===== config.mk =====
export PLATFORM = sky130hd
export DESIGN_NAME = req_fifo_flat
export DESIGN_NICKNAME = d
export VERILOG_FILES = /design/src/logic/axi_mem_pkg.sv /design/src/logic/mem_req_if.sv /design/src/logic/req_fifo.sv /design/src/flat_wrapper.sv
export VERILOG_INCLUDE_DIRS = /design/src /design/src/logic
export SDC_FILE = /design/constraint.sdc
export NUM_CORES = 1
export LEC_CHECK = 0
export ABC_AREA = 1
export BUFFER_PORTS_ARGS = -buffer_cell sky130_fd_sc_hd__buf_2
export CORE_ASPECT_RATIO = 1.2
export CORE_MARGIN = 1.5
export CORE_UTILIZATION = 40
export CTS_CLUSTER_DIAMETER = 100
export DETAILED_ROUTE_END_ITERATION = 16
export HOLD_SLACK_MARGIN = 0.05
export PLACE_DENSITY_LB_ADDON = 0.2
export RECOVER_POWER = 100
export SLEW_MARGIN = 20
export SYNTH_ARGS = -nofsm -noshare
export SYNTH_HDL_FRONTEND = slang
export SYNTH_SLANG_ARGS = --single-unit
export TNS_END_PERCENT = 1

===== constraint.sdc =====
create_clock -name clk -period 4.25 [get_ports clk]
set_input_delay 0.425 -clock clk [delete_from_list [all_inputs] [get_ports clk]]
set_output_delay 0.425 -clock clk [all_outputs]
set_load 0.005 [all_outputs]

===== src/logic/axi_mem_config.svh =====
`ifndef AXI_MEM_CONFIG_SVH
`define AXI_MEM_CONFIG_SVH

// storage window, word count of the byte array
`define MEM_BASE        32'h8000_0000
`define MEM_WORDS       4096

// clint timer halves
`define MTIME_LO_ADDR   32'ha000_0048
`define MTIME_HI_ADDR   32'ha000_004c

// byte writes here go out as characters
`define CONSOLE_ADDR    32'ha000_03f8

// entries between sequencer and bank
`define REQ_FIFO_DEPTH  4

`endif

===== src/logic/axi_mem_pkg.sv =====
`default_nettype none

package axi_mem_pkg;

   // ========================================================================
   // bus field widths
   // ========================================================================
   typedef logic [31:0] addr_t;   // byte address
   typedef logic [31:0] data_t;   // one beat
   typedef logic [3:0]  strb_t;   // byte enables
   typedef logic [7:0]  len_t;    // beats minus one
   typedef logic [1:0]  resp_t;

   localparam resp_t RESP_OKAY   = 2'd0;
   localparam resp_t RESP_SLVERR = 2'd2;

   // ========================================================================
   // request and FSM encodings
   // ========================================================================
   typedef enum logic {
      REQ_READ,
      REQ_WRITE
   } req_op_e;

   typedef enum logic [1:0] {
      SEQ_IDLE,
      SEQ_READ,
      SEQ_WRITE
   } seq_state_e;

endpackage

`default_nettype wire


===== src/logic/mem_req_if.sv =====
`timescale 1ns/10ps
`default_nettype none

// one word-sized memory request per transfer
interface mem_req_if import axi_mem_pkg::*; ();

   logic    valid;
   logic    ready;
   req_op_e op;
   addr_t   addr;    // byte address of this beat
   data_t   wdata;
   strb_t   strb;
   logic    last;    // closes the burst

   modport producer (
      output valid, op, addr, wdata, strb, last,
      input  ready
   );

   modport consumer (
      input  valid, op, addr, wdata, strb, last,
      output ready
   );

endinterface

`default_nettype wire


===== src/logic/req_fifo.sv =====
`timescale 1ns/10ps
`default_nettype none

`include "axi_mem_config.svh"

module req_fifo import axi_mem_pkg::*; #(
   parameter int DEPTH = `REQ_FIFO_DEPTH
) (
   input  wire logic clk,
   input  wire logic rst,
   mem_req_if.consumer push,
   mem_req_if.producer pop
);

   localparam int PTR_W = (DEPTH > 1) ? $clog2(DEPTH) : 1;
   localparam int CNT_W = $clog2(DEPTH + 1);

   // entry storage, one array per field
   req_op_e op_q   [DEPTH];
   addr_t   addr_q [DEPTH];
   data_t   data_q [DEPTH];
   strb_t   strb_q [DEPTH];
   logic    last_q [DEPTH];

   logic [PTR_W-1:0] wr_ptr;
   logic [PTR_W-1:0] rd_ptr;
   logic [CNT_W-1:0] count;
   logic             push_fire;
   logic             pop_fire;

   function automatic logic [PTR_W-1:0] next_ptr(input logic [PTR_W-1:0] p);
      if (p == PTR_W'(DEPTH - 1)) return '0;   // wrap for any depth
      return p + PTR_W'(1);
   endfunction

   assign push.ready = (count != CNT_W'(DEPTH));   // low when full
   assign pop.valid  = (count != '0);
   assign push_fire  = push.valid && push.ready;
   assign pop_fire   = pop.valid && pop.ready;

   assign pop.op    = op_q[rd_ptr];
   assign pop.addr  = addr_q[rd_ptr];
   assign pop.wdata = data_q[rd_ptr];
   assign pop.strb  = strb_q[rd_ptr];
   assign pop.last  = last_q[rd_ptr];

   always_ff @(posedge clk) begin
      if (push_fire) begin
         op_q[wr_ptr]   <= push.op;
         addr_q[wr_ptr] <= push.addr;
         data_q[wr_ptr] <= push.wdata;
         strb_q[wr_ptr] <= push.strb;
         last_q[wr_ptr] <= push.last;
      end
   end

   always_ff @(posedge clk) begin
      if (rst) begin
         wr_ptr <= '0;
         rd_ptr <= '0;
         count  <= '0;
      end else begin
         if (push_fire) wr_ptr <= next_ptr(wr_ptr);
         if (pop_fire)  rd_ptr <= next_ptr(rd_ptr);
         if (push_fire && !pop_fire) begin
            count <= count + CNT_W'(1);
         end else if (pop_fire && !push_fire) begin
            count <= count - CNT_W'(1);
         end
      end
   end

endmodule

`default_nettype wire


===== src/flat_wrapper.sv =====
// flat-port wrapper written by rule: the top's interface ports become plain ports
module req_fifo_flat import axi_mem_pkg::*;
#(
   parameter int DEPTH = `REQ_FIFO_DEPTH
)
  (clk, rst, push_valid, push_op, push_addr, push_wdata, push_strb, push_last, push_ready, pop_valid, pop_op, pop_addr, pop_wdata, pop_strb, pop_last, pop_ready);
  mem_req_if push_i ();
  mem_req_if pop_i ();
  input  wire logic clk;
  input  wire logic rst;
  input wire logic [$bits(push_i.valid)-1:0] push_valid;
  input wire logic [$bits(push_i.op)-1:0] push_op;
  input wire logic [$bits(push_i.addr)-1:0] push_addr;
  input wire logic [$bits(push_i.wdata)-1:0] push_wdata;
  input wire logic [$bits(push_i.strb)-1:0] push_strb;
  input wire logic [$bits(push_i.last)-1:0] push_last;
  output wire logic [$bits(push_i.ready)-1:0] push_ready;
  output wire logic [$bits(pop_i.valid)-1:0] pop_valid;
  output wire logic [$bits(pop_i.op)-1:0] pop_op;
  output wire logic [$bits(pop_i.addr)-1:0] pop_addr;
  output wire logic [$bits(pop_i.wdata)-1:0] pop_wdata;
  output wire logic [$bits(pop_i.strb)-1:0] pop_strb;
  output wire logic [$bits(pop_i.last)-1:0] pop_last;
  input wire logic [$bits(pop_i.ready)-1:0] pop_ready;
  assign push_i.valid = push_valid;
  assign push_i.op = push_op;
  assign push_i.addr = push_addr;
  assign push_i.wdata = push_wdata;
  assign push_i.strb = push_strb;
  assign push_i.last = push_last;
  assign push_ready = push_i.ready;
  assign pop_valid = pop_i.valid;
  assign pop_op = pop_i.op;
  assign pop_addr = pop_i.addr;
  assign pop_wdata = pop_i.wdata;
  assign pop_strb = pop_i.strb;
  assign pop_last = pop_i.last;
  assign pop_i.ready = pop_ready;
  req_fifo #(.DEPTH(DEPTH)) u_core (.clk(clk), .rst(rst), .push(push_i), .pop(pop_i));
endmodule

=== Word level (Yosys, flattened, before mapping) ===
Memories as Yosys holds them, arrays and structs flattened. A register that Yosys moved wholly into a read port is not among the register bits.
Cells that the tools add are included.

* Register bits: 7
* Bits in writable memories: 280
* Input bits: 74
* Word-level logic and storage cells: 47
* Memories: 5

{| class="wikitable"
|+ Memories
! name !! words !! width !! read ports !! clocked after Yosys merged registers in !! write ports !! RTL line !! RTL
|-
| u_core.addr_q || 4 || 32 || 1 || 1 || 1 || req_fifo.sv:20 || <nowiki>addr_t addr_q [DEPTH];</nowiki>
|-
| u_core.data_q || 4 || 32 || 1 || 1 || 1 || req_fifo.sv:21 || <nowiki>data_t data_q [DEPTH];</nowiki>
|-
| u_core.strb_q || 4 || 4 || 1 || 1 || 1 || req_fifo.sv:22 || <nowiki>strb_t strb_q [DEPTH];</nowiki>
|-
| u_core.last_q || 4 || 1 || 1 || 1 || 1 || req_fifo.sv:23 || <nowiki>logic last_q [DEPTH];</nowiki>
|-
| u_core.op_q || 4 || 1 || 1 || 1 || 1 || req_fifo.sv:19 || <nowiki>req_op_e op_q [DEPTH];</nowiki>
|}

* Add/sub/neg operators: 4
* Equal/unequal tests: 3
* Multiplexer cells: 24
* Reductions and logical operators: 8

{| class="wikitable"
|+ Operators with widths
! kind !! number
|-
| $mux W2 || 14
|-
| $mux W1 || 8
|-
| $mux W3 || 2
|-
| $add A2 B1 Y2 const B || 2
|-
| $eq A2 B2 Y1 const B || 2
|-
| $logic_and A1 B1 Y1 || 4
|-
| $add A3 B1 Y3 const B || 1
|-
| $ne A3 B3 Y1 const B || 1
|-
| $reduce_bool A3 Y1 || 1
|-
| $sub A3 B1 Y3 const B || 1
|-
| $logic_not A1 Y1 || 2
|-
| $reduce_bool A2 Y1 || 1
|}

=== Longest topological paths before layout ===
* Depth in word-level cells: 7
* Gate-level depth with buffers: 13
* Depth with buffers taken out: 13

=== Least setup slack after synthesis ===
Ideal clock, no wire load.

* Kind: reg-to-reg
* Start point: register u_core.count[0]
* End point: memory u_core.addr_q[0][0] (netlist bit), enable pin
* Arrival: 3.648 ns
* Setup slack: 0.103 ns
* Stages on the path, launching flop included: 5
* Path buffers: 0
* Cells stage by stage: dfxtp_1 -> nor2_1 -> nand2_1 -> nand2_1 -> nor2_1

* Longest elaborated chain between the ends: 4

{| class="wikitable"
|+ Ends and longest elaborated chain
! what !! RTL line !! RTL
|-
| from (decl) || req_fifo.sv:27 || <nowiki>logic [CNT_W-1:0] count;</nowiki>
|-
| from (signal assigned) || req_fifo.sv:66 || <nowiki>count <= count + CNT_W'(1);</nowiki>
|-
| from (signal assigned) || req_fifo.sv:68 || <nowiki>count <= count - CNT_W'(1);</nowiki>
|-
| $ne A3 B3 Y1 || req_fifo.sv:36 || <nowiki>assign push.ready = (count != CNT_W'(DEPTH));</nowiki>
|-
| named net push_ready || flat_wrapper.sv:17 || <nowiki>output wire logic [$bits(push_i.ready)-1:0] push_ready;</nowiki>
|-
| $logic_and A1 B1 Y1 || req_fifo.sv:38 || <nowiki>assign push_fire = push.valid && push.ready;</nowiki>
|-
| $mux W1 || req_fifo.sv:48 || <nowiki>if (push_fire) begin</nowiki>
|-
| $mux W1 (not written as such) || req_fifo.sv:50 || <nowiki>addr_q[wr_ptr] <= push.addr;</nowiki>
|-
| to (decl) || req_fifo.sv:20 ||
|}

The timed path passes the listed nets, and every way through them passes these cells.

==> metrics.cfg <==
[critical_path]
startpoint_type=flip-flop
crit_type=flip-flop to primary output
cpMaxStageDelayCell=inv_6
timing.critical_path.cells=inv_6, clkbuf_2, o21ai_0, o22ai_2, clkbuf_1
worst_path_largest_cell_delay_ps=750
data_arrival_at_the_endpoint_of_the_critical_path_ps=3160
cp_endpoint_kind=primary output
timing.reg2reg.worst_path_depth=5
worst_path_maximum_fanout=79
cp.required_ps=3830

[floorplan]
horizontal_die_dimension_um=157
io_pins=146
design.core.area_sq_mm=0.0280
dieHeight_um=188
initial_core_util_pct=40.9
num_rows=67
dieArea_sq_mm=0.0296

[placement]
dpl_worst_slack_ps=1480
place_congestion=0.714
hpwl_um=12700
placement.io_buffers=145

[route]
drt-wirelength-per-cell_um=18.1
route.detailed.vias_per_inst=5.01
drt_first_pass_iters=4
wl_um=23300
final_antenna_net_count=0
dr_total_vias=6462
drt_iter0_drc=332
drt_drc_violations_left=0

[synthesis]
synth.net_count=826
post_synth_inst_count=745
ys_ff_latch=289
post_synth_num_cell_types=21
synth_top_area_share_pct=73.5
netlist.top_cell.by_area=edfxtp_1
synthesis.area_per_instance_sq_um=15.4
synth.yosys.warnings=0
synth_top_cells_by_area=edfxtp_1 (73%), o21ai_0 (4.9%), o22ai_2 (4.4%)
syn-cell-area_sq_mm=0.0114
share_of_synthesized_area_occupied_by_flip_flops_and_latches_pct=75.1

[global_routing]
grt_antenna_before_repair=1
grt_util_all_layers_pct=15.8
grt_pass1_vias=6507
grt_first_pass_wirelength_um=35800
grt_start_max_net_pins=81
globalRoute.totalOverflow=0

[layout]
mostFrequentLayoutCells=edfxtp_1 (280), clkbuf_1 (120), o21ai_0 (119)
post-route-util_pct=46.9
layout_commonest_cell=edfxtp_1
layout-drive-gt1-share_pct=18.0
diodes=0
design.final.nets=970
final.fill_count=2537
area_growth_syn_to_layout_pct=14.8
final-seq-area_sq_mm=0.00859
footprint_of_the_multi_input_gates_sq_mm=0.00248

[clock_network]
max-clock-path-buffers=3
postCtsResizedCells=0
clock-sinks=289
worstSkewPairLatency_ps=540
cts_tree=built
cts-htree-levels=1
root_buffer_cell=clkbuf_16
numCtsBuffers=29
cts_setup_buffers=0
ctsHoldBuffers=0
clk_pin_slew_worst_paths_ps=60

[sta]
worst_pin_slew_ps=2470
slew-limit-headroom_pct=-64.9
fin_crit_sh_pct=84.2
fin_worst_skew_ps=10.1
hold_ws_ps=137
final-max-slew-violation-count=151
final_hold_viol_count=0
final.setup.worst_slack_ps=670
totalNegativeSetupSlack_ps=0
setup_violations_final=0
unrepaired_setup_endpoints_after_global_routing=no
post-route-min-period_ps=3580
max_freq_ghz=0.279

[power_and_ir_drop]
power.leakage_nw=4.23
total_power_divided_by_cell_area_mw_per_mm2=603
ir_drop_mv=0.313

[run_status]
run_status=finished with violations
failed_checks=capacitance limit, slew limit

[flow_run]
maximum_capacitance_violations=4

[hold_path]
min-delay-path-class=input port to flip-flop
hold_depth=1

[logic make-up (layout without fill, tap and decap cells)]
| logic type | count (synthesis) | count (layout) | synth area share [%] |
|---|---|---|---|
| compound gates | 215 | 215 | 12.4 |
| fa+ha+maj | 7 | 7 | 0.831 |
| buf+inv | 60 | 226 | 3.30 |
| simple gates | 174 | 174 | 8.43 |
| flops | 289 | 289 | 75.1 |
[Yosys cell counts, drive strengths merged]
cell	instances
nand4	1
fa	1
buf	23
ha	6
nand3b	2
clkbuf	21
nand2	14
edfxtp	280
dfxtp	9
nand3	1
o21ai	142
inv	16
nor2	156
a21oi	3
o22ai	70
[metrics by stage]
step                std cells  total power [mW]  area, sq um
finish                   1290              7.92        13100
global route             1290              8.36        13100
CTS                      1290              8.12        13300
detailed placement       1237              5.86        12500
global placement         1237              5.83        12500
floorplan                 745              5.07        11400
[cell type report]
class / count / share of cell area, %
Sequential cell: 289 / 65.4
Multi-Input combinational cell: 396 / 18.9
Clock buffer: 37 / 5.75
Timing Repair Buffer: 157 / 5.21
Tap cell: 379 / 3.61
Clock inverter: 16 / 0.600
Inverter: 16 / 0.495
[state kept, by name, indices dropped and copies added (netlist names), named ones only]
name	count
u_core.last_q	4
u_core.rd_ptr	2
u_core.count	3
u_core.data_q	128
u_core.addr_q	128
u_core.strb_q	16
u_core.op_q	4
u_core.wr_ptr	2
[power breakdown]
group | leakage, nW | internal (mW) | total [mW] | switching, mW
clock | 0.404 | 1.25 | 2.26 | 1.01
combinational | 1.19 | 0.699 | 2.04 | 1.34
sequential | 2.64 | 3.49 | 3.62 | 0.134
total | 4.23 | 5.43 | 7.92 | 2.48
[final timing paths]
kind | from | end | slack [ps]
max reg2reg | u_core.count[0]$_SDFFE_PP0P_ | u_core.data_q[0][21]$_DFFE_PP_ | 800
max | flip-flop | pop_addr[11] | 670
min | push_wdata[6] | u_core.data_q[3][6]$_DFFE_PP_ | 140
min reg2reg | u_core.count[0]$_SDFFE_PP0P_ | u_core.count[0]$_SDFFE_PP0P_ | 500
[routing by layer]
metal  GRT usage, %  part of all wire [%]  vias to the layer above
met5              0                 0.056                        -
met4           3.96                   1.5                        2
met3           3.22                   4.7                       29
met2           27.3                    51                      120
met1           20.2                    43                     3238
li1               -                     -                     3073
[worst max-delay path: cells and delay by family (launching register included)]
kind	cells	cell delay [ps]
buf+inv	3	1660
compound gates	2	340
flops	1	540
Power figures use the tool's default switching activity.
