--- src/logic/axi_mem_config.svh ---
`ifndef AXI_MEM_CONFIG_SVH
`define AXI_MEM_CONFIG_SVH

// storage window, word count of the byte array
`define MEM_BASE        32'h8000_0000
`define MEM_WORDS       4096

// clint timer halves
`define MTIME_LO_ADDR   32'ha000_0048
`define MTIME_HI_ADDR   32'ha000_004c

// byte writes here go out as characters
`define CONSOLE_ADDR    32'ha000_03f8

// entries between sequencer and bank
`define REQ_FIFO_DEPTH  4

`endif
--- src/logic/axi_mem_pkg.sv ---
`default_nettype none

package axi_mem_pkg;

   // ========================================================================
   // bus field widths
   // ========================================================================
   typedef logic [31:0] addr_t;   // byte address
   typedef logic [31:0] data_t;   // one beat
   typedef logic [3:0]  strb_t;   // byte enables
   typedef logic [7:0]  len_t;    // beats minus one
   typedef logic [1:0]  resp_t;

   localparam resp_t RESP_OKAY   = 2'd0;
   localparam resp_t RESP_SLVERR = 2'd2;

   // ========================================================================
   // request and FSM encodings
   // ========================================================================
   typedef enum logic {
      REQ_READ,
      REQ_WRITE
   } req_op_e;

   typedef enum logic [1:0] {
      SEQ_IDLE,
      SEQ_READ,
      SEQ_WRITE
   } seq_state_e;

endpackage

`default_nettype wire

--- src/logic/mem_req_if.sv ---
`timescale 1ns/10ps
`default_nettype none

// one word-sized memory request per transfer
interface mem_req_if import axi_mem_pkg::*; ();

   logic    valid;
   logic    ready;
   req_op_e op;
   addr_t   addr;    // byte address of this beat
   data_t   wdata;
   strb_t   strb;
   logic    last;    // closes the burst

   modport producer (
      output valid, op, addr, wdata, strb, last,
      input  ready
   );

   modport consumer (
      input  valid, op, addr, wdata, strb, last,
      output ready
   );

endinterface

`default_nettype wire

--- src/logic/burst_sequencer.sv ---
`timescale 1ns/10ps
`default_nettype none

module burst_sequencer import axi_mem_pkg::*; (
   input  wire logic  clk,
   input  wire logic  rst,
   // AR
   input  wire addr_t araddr,
   input  wire len_t  arlen,
   input  wire logic  arvalid,
   output logic       arready,
   // AW
   input  wire addr_t awaddr,
   input  wire len_t  awlen,
   input  wire logic  awvalid,
   output logic       awready,
   // W
   input  wire data_t wdata,
   input  wire strb_t wstrb,
   input  wire logic  wlast,
   input  wire logic  wvalid,
   output logic       wready,
   mem_req_if.producer req
);

   seq_state_e state;
   addr_t      beat_addr;
   len_t       beat_len;
   len_t       beat_cnt;
   logic       last_beat;
   logic       push;

   assign last_beat = (beat_cnt == beat_len);
   assign push      = req.valid && req.ready;

   // write wins when both address channels are offered
   assign awready = (state == SEQ_IDLE);
   assign arready = (state == SEQ_IDLE) && !awvalid;

   // ========================================================================
   // burst FSM
   // ========================================================================
   always_ff @(posedge clk) begin
      if (rst) begin
         state <= SEQ_IDLE;
      end else begin
         case (state)
            SEQ_IDLE: begin
               if (awvalid) begin
                  state <= SEQ_WRITE;
               end else if (arvalid) begin
                  state <= SEQ_READ;
               end
            end
            SEQ_READ, SEQ_WRITE: begin
               if (push && req.last) state <= SEQ_IDLE;
            end
            default: state <= SEQ_IDLE;
         endcase
      end
   end

   // address and beat counter, loaded on the address handshake
   always_ff @(posedge clk) begin
      if (awvalid && awready) begin
         beat_addr <= awaddr;
         beat_len  <= awlen;
         beat_cnt  <= '0;
      end else if (arvalid && arready) begin
         beat_addr <= araddr;
         beat_len  <= arlen;
         beat_cnt  <= '0;
      end else if (push) begin
         beat_addr <= beat_addr + addr_t'(4);   // INCR only
         beat_cnt  <= beat_cnt + len_t'(1);
      end
   end

   // ========================================================================
   // request generation
   // ========================================================================
   always_comb begin
      req.valid = 1'b0;
      req.op    = REQ_READ;
      req.addr  = beat_addr;
      req.wdata = '0;
      req.strb  = '0;
      req.last  = last_beat;
      wready    = 1'b0;
      case (state)
         SEQ_READ: begin
            req.valid = 1'b1;   // beats generated here, no data
         end
         SEQ_WRITE: begin
            req.valid = wvalid;
            req.op    = REQ_WRITE;
            req.wdata = wdata;
            req.strb  = wstrb;
            wready    = req.ready;
         end
         default: ;
      endcase
   end

endmodule

`default_nettype wire

--- src/flat_wrapper.sv ---
// flat-port wrapper written by rule: the top's interface ports become plain ports
module burst_sequencer_flat import axi_mem_pkg::*;
  (clk, rst, araddr, arlen, arvalid, arready, awaddr, awlen, awvalid, awready, wdata, wstrb, wlast, wvalid, wready, req_valid, req_op, req_addr, req_wdata, req_strb, req_last, req_ready);
  mem_req_if req_i ();
  input  wire logic clk;
  input  wire logic rst;
  input  wire addr_t araddr;
  input  wire len_t arlen;
  input  wire logic arvalid;
  output logic arready;
  input  wire addr_t awaddr;
  input  wire len_t awlen;
  input  wire logic awvalid;
  output logic awready;
  input  wire data_t wdata;
  input  wire strb_t wstrb;
  input  wire logic wlast;
  input  wire logic wvalid;
  output logic wready;
  output wire logic [$bits(req_i.valid)-1:0] req_valid;
  output wire logic [$bits(req_i.op)-1:0] req_op;
  output wire logic [$bits(req_i.addr)-1:0] req_addr;
  output wire logic [$bits(req_i.wdata)-1:0] req_wdata;
  output wire logic [$bits(req_i.strb)-1:0] req_strb;
  output wire logic [$bits(req_i.last)-1:0] req_last;
  input wire logic [$bits(req_i.ready)-1:0] req_ready;
  assign req_valid = req_i.valid;
  assign req_op = req_i.op;
  assign req_addr = req_i.addr;
  assign req_wdata = req_i.wdata;
  assign req_strb = req_i.strb;
  assign req_last = req_i.last;
  assign req_i.ready = req_ready;
  burst_sequencer u_core (.clk(clk), .rst(rst), .araddr(araddr), .arlen(arlen), .arvalid(arvalid), .arready(arready), .awaddr(awaddr), .awlen(awlen), .awvalid(awvalid), .awready(awready), .wdata(wdata), .wstrb(wstrb), .wlast(wlast), .wvalid(wvalid), .wready(wready), .req(req_i));
endmodule
--- config.mk ---
export PLATFORM = sky130hd
export DESIGN_NAME = burst_sequencer_flat
export DESIGN_NICKNAME = d
export VERILOG_FILES = /design/src/logic/axi_mem_config.svh /design/src/logic/axi_mem_pkg.sv /design/src/logic/mem_req_if.sv /design/src/logic/burst_sequencer.sv /design/src/flat_wrapper.sv
export SDC_FILE = /design/constraint.sdc
export NUM_CORES = 1
export LEC_CHECK = 0
export BUFFER_PORTS_ARGS = -buffer_cell sky130_fd_sc_hd__buf_2
export CORE_ASPECT_RATIO = 1.1
export CORE_MARGIN = 4
export CORE_UTILIZATION = 40
export DETAILED_ROUTE_END_ITERATION = 8
export GPL_TIMING_DRIVEN = 1
export HOLD_SLACK_MARGIN = 0.05
export PLACE_DENSITY = 0.78
export RECOVER_POWER = 50
export SETUP_SLACK_MARGIN = 0.2
export SLEW_MARGIN = 20
export SYNTH_ARGS = -nofsm -noshare
export SYNTH_HDL_FRONTEND = slang
export SYNTH_SLANG_ARGS = --single-unit
--- constraint.sdc ---
create_clock -name clk -period 5.9 [get_ports clk]
set_clock_uncertainty 0.05 [all_clocks]
set_input_delay 0.295 -clock clk [delete_from_list [all_inputs] [get_ports clk]]
set_output_delay 0.295 -clock clk [all_outputs]
set_load 0.02 [all_outputs]
## Word-level counts from Yosys, hierarchy flattened

Cells that the tools add are included.

| storage, ports and cells | value |
|---|---|
| flip-flop bits (word level) | 50 |
| latch bits | 0 |
| memory bits (writable) | 0 |
| ROM bits | 0 |
| input port bits | 123 |
| output and inout port bits | 74 |
| word-level logic and storage cells | 37 |
| memories | 0 |

| cells by class | value |
|---|---|
| add/sub/neg operators | 2 |
| $mul | 0 |
| div/mod/pow operators | 0 |
| magnitude comparators | 0 |
| eq/ne operators | 5 |
| shift-type cells | 0 |
| multiplexer cells | 14 |
| bitwise logic cells | 0 |
| reductions and logical operators | 12 |

Operators by type and width:

| kind | count |
|---|---|
| $mux 32 | 4 |
| $add 32x3->32 const B | 1 |
| $mux 8 | 2 |
| $add 8x1->8 const B | 1 |
| $eq 8x8->1 | 1 |
| $mux 2 | 3 |
| $logic_and 1x1->1 | 5 |
| $mux 4 | 1 |
| $pmux 2 s2 | 1 |
| $reduce_or 2->1 | 2 |
| $ne 3x3->1 const B | 1 |
| $reduce_bool 3->1 | 1 |
| $eq 2x1->1 const B | 1 |
| $eq 2x2->1 const B | 1 |
| $logic_not 2->1 | 1 |
| $mux 1 | 2 |
| $ne 2x1->1 const B | 1 |
| $pmux 1 s2 | 1 |
| $reduce_and 2->1 | 1 |
| $reduce_bool 2->1 | 1 |
| $logic_not 1->1 | 1 |

## Logic depth before layout (Yosys ltp)

Gate-level depths: netlist (run 1).

| depth | value |
|---|---|
| depth in word-level cells | 6 |
| gate-level depth with buffers | 9 |
| mapped depth without buffers | 7 |

## Least setup slack after synthesis (run 1)

OpenSTA, ideal clock, no wires.

| timing | value |
|---|---|
| kind | flip-flop to flip-flop |
| start point | register u_core.state[1] |
| end point | register u_core.beat_addr[10] (netlist: u_core.req.addr[10]) (enable) |
| arrival time | 2.291 ns |
| required time | 5.463 ns |
| path slack | 3.171 ns |
| stages on the path, launching flop included | 8 |
| period minus slack after synthesis | 2.729 ns |
| path through | dfxtp_1 -> inv_1 -> ha_1 -> nor2b_1 -> and2_1 -> buf_2 -> nor2_2 -> nand2_1 |

| on the way | value |
|---|---|
| longest elaborated chain between the ends | 4 |

Ends and longest elaborated chain:

| what | line | RTL |
|---|---|---|
| start: declaration | burst_sequencer.sv:26 | `seq_state_e state;` |
| start signal: assignment | burst_sequencer.sv:45 | `state <= SEQ_IDLE;` |
| start signal: assignment | burst_sequencer.sv:50 | `state <= SEQ_WRITE;` |
| start signal: assignment | burst_sequencer.sv:52 | `state <= SEQ_READ;` |
| $logic_not 2->1 | burst_sequencer.sv:37 | `assign awready = (state == SEQ_IDLE);` |
| named net awready | flat_wrapper.sv:14 | `output logic awready;` |
| $logic_and 1x1->1 | burst_sequencer.sv:38 | `assign arready = (state == SEQ_IDLE) && !awvalid;` |
| named net arready | flat_wrapper.sv:10 | `output logic arready;` |
| $logic_and 1x1->1 | burst_sequencer.sv:69 | `end else if (arvalid && arready) begin` |
| $reduce_bool 3->1 (no line) | - |  |
| end signal: assignment | burst_sequencer.sv:66 | `beat_addr <= awaddr;` |
| end signal: assignment | burst_sequencer.sv:70 | `beat_addr <= araddr;` |
| end signal: assignment | burst_sequencer.sv:74 | `beat_addr <= beat_addr + addr_t'(4);` |
| end: declaration | burst_sequencer.sv:27 | `addr_t beat_addr;` |

The timed path passes the listed nets, and every way through them passes these cells.
A chain may end at the register's enable or synchronous reset.

## Final worst setup path (run 1)

| timing | value |
|---|---|
| start point | register u_core.state[1] |
| end point | register u_core.beat_addr[16] (netlist: u_core.req.addr[16]), data pin |

| on the way | value |
|---|---|
| longest elaborated chain between the ends | 5 |

Ends and longest elaborated chain:

| what | line | RTL |
|---|---|---|
| $logic_not 2->1 * | burst_sequencer.sv:37, burst_sequencer.sv:38 |  |
| $logic_and 1x1->1 | burst_sequencer.sv:38 |  |
| $logic_and 1x1->1 | burst_sequencer.sv:69 |  |
| $mux 32 | burst_sequencer.sv:69 |  |
| $mux 32 * | burst_sequencer.sv:65 | `if (awvalid && awready) begin` |

Every way passes the cells marked *; elsewhere a longest branch is shown, timed or not.

==> results.yml, run 1 <==
critical_path:
  crit_path_max_fanout: 33
  reg2reg_from: "u_core.state[1]"
  worst_path_max_delay_cell: "clkinv_1"
  endpoint_kind: "flop"
  crit_chain: "inv_1, ha_1, nor2b_1, and2_0, nor2_1, clkinv_1, o21ai_0"
  crit_path_start_kind: "flop"
  critical-path-max-stage-delay_ns: 1.04
  worst-endpoint-arrival_ns: 4.20
  rrSetupSlack_ns: 1.77
  worstSetupPathType: "flop to flop"
  r2r_cells: 7
  cp_top_family: "simple AND/OR/NAND/NOR gates"
  rr_endpoint: "u_core.req.addr[16]"
  worstPathRequired_ns: 5.97
  path_buf_inv: 2
layout:
  final_cell_mix: "144 x buf_2, 52 x clkbuf_1, 47 x nand2_1"
  layout.nets: 666
  area_growth_pct: 33.77
  fillerInstances: 765
  final_common_cell: "buf_2"
  drive_gt1_share_pct: 30.43
  postLayoutCellArea_um2: 4322
clock_network:
  cts_tree: "done"
  clk_pin_slew_worst_paths_ns: 0.09
  hold_buffers: 0
  post_cts_buffers: 0
  cts_buffers: 5
  clock_sinks: 50
  clockBufferDepth: 2
  cts-root-buf: "clkbuf_8"
  ctsResizeCount: 0
  clock_latency_ns: 0.30
  cts_htree_levels: 2
routing:
  ant_nets: 0
  routedWlPerCell_um: 15.23
  vias: 3291
  routed_wl_mm: 9.867
  viasPerCell: 5.079
  drt_iter0_drc: 105
  drt-pass1-iter-count: 4
  drc: 0
sta:
  tns_ns: 0
  whs_ns: 0.1300
  setup_viol: 0
  fmax_mhz: 241.9
  hold_viol: 0
  relSlewSlack_pct: -4.721
  setup_slack_ns: 1.767
  layout_min_cycle_time_ns: 4.133
  drv_slew: 28
  rsz0062_at_grt: "false"
  tightestPinTransition_ns: 1.570
  min_period_over_period_pct: 70.06
grt:
  grtUsageTotal_pct: 19.54
  grt_pass1_wl_mm: 14.70
  grt_max_degree: 40
  grt_overflow: 0
  antenna_found_initial: 3
  grt_pass1_vias: 3030
placement:
  placed_area_um2: 4279
  port_buffers: 195
  gp_congestion: 0.8166
  post-place-ws_ns: 2.208
  dp_hpwl_mm: 7.740
min_path:
  min-delay-start: "rst"
  hold_depth: 2
  whs_endpoint: "u_core.state[1]"
  hold_path_class: "input port to flop"
synthesis:
  synth_compound_area_share_pct: 13.09
  synthCells: 352
  syn-num-nets: 480
  yosys_most_used_dff: "edfxtp_1"
  synth.area.top_cells: "edfxtp_1 37%, xnor2_1 8.4%, and2_1 7.6%"
  synth_xor_area_share_pct: 11.66
  yosys.area_share.adder_pct: 1.936
  synth_cell_types: 43
  ys_ff_latch: 50
  yosysSeqAreaShare_pct: 43.38
  synth_top_family_by_area: "simple AND/OR/NAND/NOR gates"
  ys_warn_count: 0
  synth_area_um2: 3231
  yosys.area_share.simple_pct: 26.61
  synth_top_cell_by_area: "edfxtp_1"
  ys_async_sr_fraction_pct: 0
  synthMuxAreaShare_pct: 0
  syn_avg_cell_area_um2: 9.178
  synth-edff-count: 40
  synth_top_cell_area_share_pct: 37.18
pwr:
  switchingPower_mw: 0.7889
  p_int_mw: 0.9645
  ir_drop_mv: 0.1713
  power_frac_clock_pct: 13.7
  power.share.sequential_pct: 39.3
  swShare_pct: 44.99
  power_density_nw_per_um2: 405.7
  combPwrFrac_pct: 46.9
  power.total_mw: 1.753
  power_leakage_nw: 1.822
floorplanning:
  pin_count: 197
  die_width_um: 93.69
  row_count: 34
  die_y_um: 102.3
  initial_core_util_pct: 41.05
  coreArea_um2: 7870
  die-area_um2: 9580
status:
  violations: "max-capacitance violations, max-slew violations"
  status: "finished with violations"
flow_run:
  cap_violations: 1
[through the flow]
stage	instances	util, %
after floorplan	352	-
after global placement	639	54.37
after detailed placement	639	54.37
after CTS	647	55.72
after global routing	648	54.91
final	648	54.91
[power by group through the flow]
stage / logic, mW / clock network, mW / registers, mW
global placement: 0.843 / 0 / 0.686
finish: 0.823 / 0.241 / 0.690
detailed placement: 0.862 / 0 / 0.692
floorplan: 0.471 / 0 / 0.786
CTS: 0.864 / 0.247 / 0.686
global route: 0.903 / 0.258 / 0.708
[per-layer routing]
| metal | global-route usage (%) | vias up | part of all wire (%) |
|---|---|---|---|
| met1 | 21.22 | 1522 | 37 |
| li1 | - | 1611 | - |
| met4 | 4.667 | 4 | 0.89 |
| met5 | 0 | - | 0.29 |
| met3 | 5.744 | 10 | 9.6 |
| met2 | 37.14 | 144 | 53 |
[kinds of logic (layout without fill, tap and decap cells)]
group / after synthesis / count (layout)
adder cells (fa/ha/maj): 5 / 5
flip-flops: 50 / 50
XOR/XNOR: 43 / 43
AO/OA/AOI/OAI: 70 / 70
AND/OR/NAND/NOR: 158 / 158
buffers and inverters: 26 / 213
other: 0 / 1
[sequential cells by signal (all words and copies together), names as in the netlist]
signal           cells
u_core.req.addr     32
u_core.beat_cnt      8
u_core.beat_len      8
u_core.state         2
[cell type report]
| cell class | count | area (um2) | share of cell area [%] |
|---|---|---|---|
| diodes | 1 | 2.502 | 0.05790 |
| clock buffers | 6 | 72.57 | 1.679 |
| clock inverters | 2 | 33.78 | 0.7817 |
| inverters | 8 | 30.03 | 0.6948 |
| multi-input cells | 276 | 1719 | 39.78 |
| flip-flops and latches | 50 | 1401 | 32.43 |
| well taps | 108 | 135.1 | 3.127 |
| repair buffers | 197 | 927.1 | 21.45 |
[cell usage after synthesis (2+ instances only)]
library cell and instances:
nand2_1 47, edfxtp_1 40, and2_1 39, xnor2_1 31, nor2_1 26, a21oi_1 16
a22oi_1 15, o21ai_0 15, clkbuf_1 12, nand3_1 12, xor2_1 12, dfxtp_1 10
inv_1 8, o21ai_1 8, and3_1 7, nand4_1 7, o22ai_1 7, ha_1 5
buf_1 3, a22o_1 2, a31oi_1 2, buf_2 2, nand4_2 2, nor3_2 2
nor3b_1 2, nor4_1 2, o21ai_2 2
[how the worst max path moves through the flow]
stage	from	end	slack [ns]	depth (start not counted)
floorplan	u_core.state[1]	u_core.req.addr[10]	3.17	7
global placement	u_core.state[1]	u_core.req.addr[23]	2.38	7
detailed placement	u_core.state[0]	u_core.req.addr[16]	2.21	7
CTS	u_core.state[0]	u_core.req.addr[25]	2.22	7
global route	u_core.state[1]	u_core.req.addr[16]	1.25	7
finish	u_core.state[1]	u_core.req.addr[16]	1.77	7
Power figures use the tool's default switching activity.
==> run 2, diff against run 1 <==
Clock period 5.9 ns to 3.85 ns, I/O delays scaled along.
==> results.yml, run 2 (synthesized netlist as in run 1, its figures left out) <==
layout:
  drive_gt1_share_pct: 28.97
  layout.nets: 669
  largest_reg_flops: 32
  final_cell_mix: "132 x buf_2, 64 x clkbuf_1, 47 x nand2_1"
  fillerInstances: 761
  final_common_cell: "buf_2"
  area_growth_pct: 34.12
grt:
  antenna_found_initial: 3
  grtUsageTotal_pct: 19.71
  grt_overflow: 0
  grt_max_degree: 40
  grt_pass1_wl_mm: 14.89
  grt_pass1_vias: 3047
clock_network:
  clockBufferDepth: 2
  cts-root-buf: "clkbuf_8"
  cts_tree: "done"
  ctsResizeCount: 0
  cts_buffers: 5
  post_cts_buffers: 0
  clk_pin_slew_worst_paths_ns: 0.10
  clock_latency_ns: 0.30
  cts_htree_levels: 2
  hold_buffers: 1
  clock_sinks: 50
routing:
  drt_iter0_drc: 137
  ant_nets: 0
  routed_wl_mm: 10.16
  drt-pass1-iter-count: 4
  drc: 0
  vias: 3301
  routedWlPerCell_um: 15.60
  viasPerCell: 5.071
floorplanning:
  die_y_um: 102.3
  die_width_um: 93.69
  pin_count: 197
  die-area_um2: 9580
  initial_core_util_pct: 41.05
  coreArea_um2: 7870
  row_count: 34
sta:
  hold_viol: 0
  min_period_over_period_pct: 75.52
  tns_ns: 0
  fmax_mhz: 344.0
  relSlewSlack_pct: 6.837
  drv_slew: 0
  rsz0062_at_grt: "false"
  setup_viol: 0
  layout_min_cycle_time_ns: 2.907
  tightestPinTransition_ns: 1.397
  setup_slack_ns: 0.9426
placement:
  gp_congestion: 0.8175
  post-place-ws_ns: 1.108
  dp_hpwl_mm: 7.878
  port_buffers: 195
critical_path:
  reg2reg_from: "u_core.state[1]"
  critical-path-max-stage-delay_ns: 1.03
  worst-endpoint-arrival_ns: 2.91
  worstSetupPathType: "flop to flop"
  worst_path_max_delay_cell: "clkbuf_1"
  crit_chain: "inv_1, ha_1, nor2b_1, and2_1, clkbuf_1, nor2_1, a21oi_1, o21ai_0"
  crit_path_start_kind: "flop"
  startpoint: "u_core.state[1]"
  endpoint_kind: "flop"
  worstPathRequired_ns: 3.85
  path_buf_inv: 2
  crit_path_max_fanout: 26
  cp_top_family: "buffers and inverters"
pwr:
  combPwrFrac_pct: 46.8
  swShare_pct: 45.45
  switchingPower_mw: 1.229
  power.share.sequential_pct: 39.3
  ir_drop_mv: 0.2760
  p_int_mw: 1.475
  power_frac_clock_pct: 13.9
  power_leakage_nw: 1.789
  power_density_nw_per_um2: 624.2
  power.total_mw: 2.705
min_path:
  min-delay-start: "awlen[6]"
  hold_path_class: "input port to flop"
status:
  status: "complete, no violations"
flow_run:
  cap_violations: 0
## run 2: changes by cell type in the layout (fill, tap and decap cells not counted), sizes merged
| cell | previous run | this run |
|---|---|---|
| clkbuf | 57 | 69 |
| dlygate4sd3 | 0 | 1 |
| inv | 7 | 8 |
| buf | 146 | 135 |
## run 2: cell type report
cell class	instances	area, um2	share of cell area (%)
multi-input cells	276	1722	39.73
flip-flops and latches	50	1401	32.34
repair buffers	200	933.4	21.54
well taps	108	135.1	3.119
clock buffers	5	68.82	1.588
clock inverters	3	40.04	0.9241
inverters	8	30.03	0.6930
diodes	1	2.502	0.05775
## run 2: metrics by stage
step / hold WS [ns] / util, % / instances / cell area (um2)
3_5_place_dp: 0.3216 / 54.56 / 641 / 4294
3_3_place_gp: 0.3203 / 54.56 / 641 / 4294
4_1_cts: 0.09464 / 56.07 / 650 / 4413
5_1_grt: 0.08513 / 55.06 / 651 / 4333
2_1_floorplan: 0.2116 / - / 352 / 3231
6_report: 0.09686 / 55.06 / 651 / 4333
## run 2: worst paths after layout
kind | slack, ns | to | cells past startpoint
max reg2reg | 0.94 | u_core.req.addr[5] | 8
max | 0.94 | u_core.req.addr[5] | 8
min reg2reg | 0.47 | u_core.beat_cnt[1] | 2
min | 0.1 | u_core.beat_len[6] | 3
## run 2: layer usage
metal  routed length [um]  share of wire (%)  GRT usage [%]  vias up
met5                   34               0.33              0        -
met4                  157                1.5          6.556        4
met3                  933                9.2          5.891       18
met2                 5038                 50          34.74      152
met1                 3994                 39          22.88     1514
li1                     -                  -              -     1613
## run 2: worst min-delay path, stage by stage
cell and delay [ns]:
buf_2 0.07, nand2_1 0.04, nand2_1 0.05
## run 2: power by group through the flow
stage	clock network [mW]	registers, mW	logic (mW)
final	0.377	1.06	1.27
after global routing	0.403	1.09	1.39
after CTS	0.378	1.05	1.33
after detailed placement	0	1.07	1.32
after global placement	0	1.05	1.29
after floorplan	0	1.20	0.721
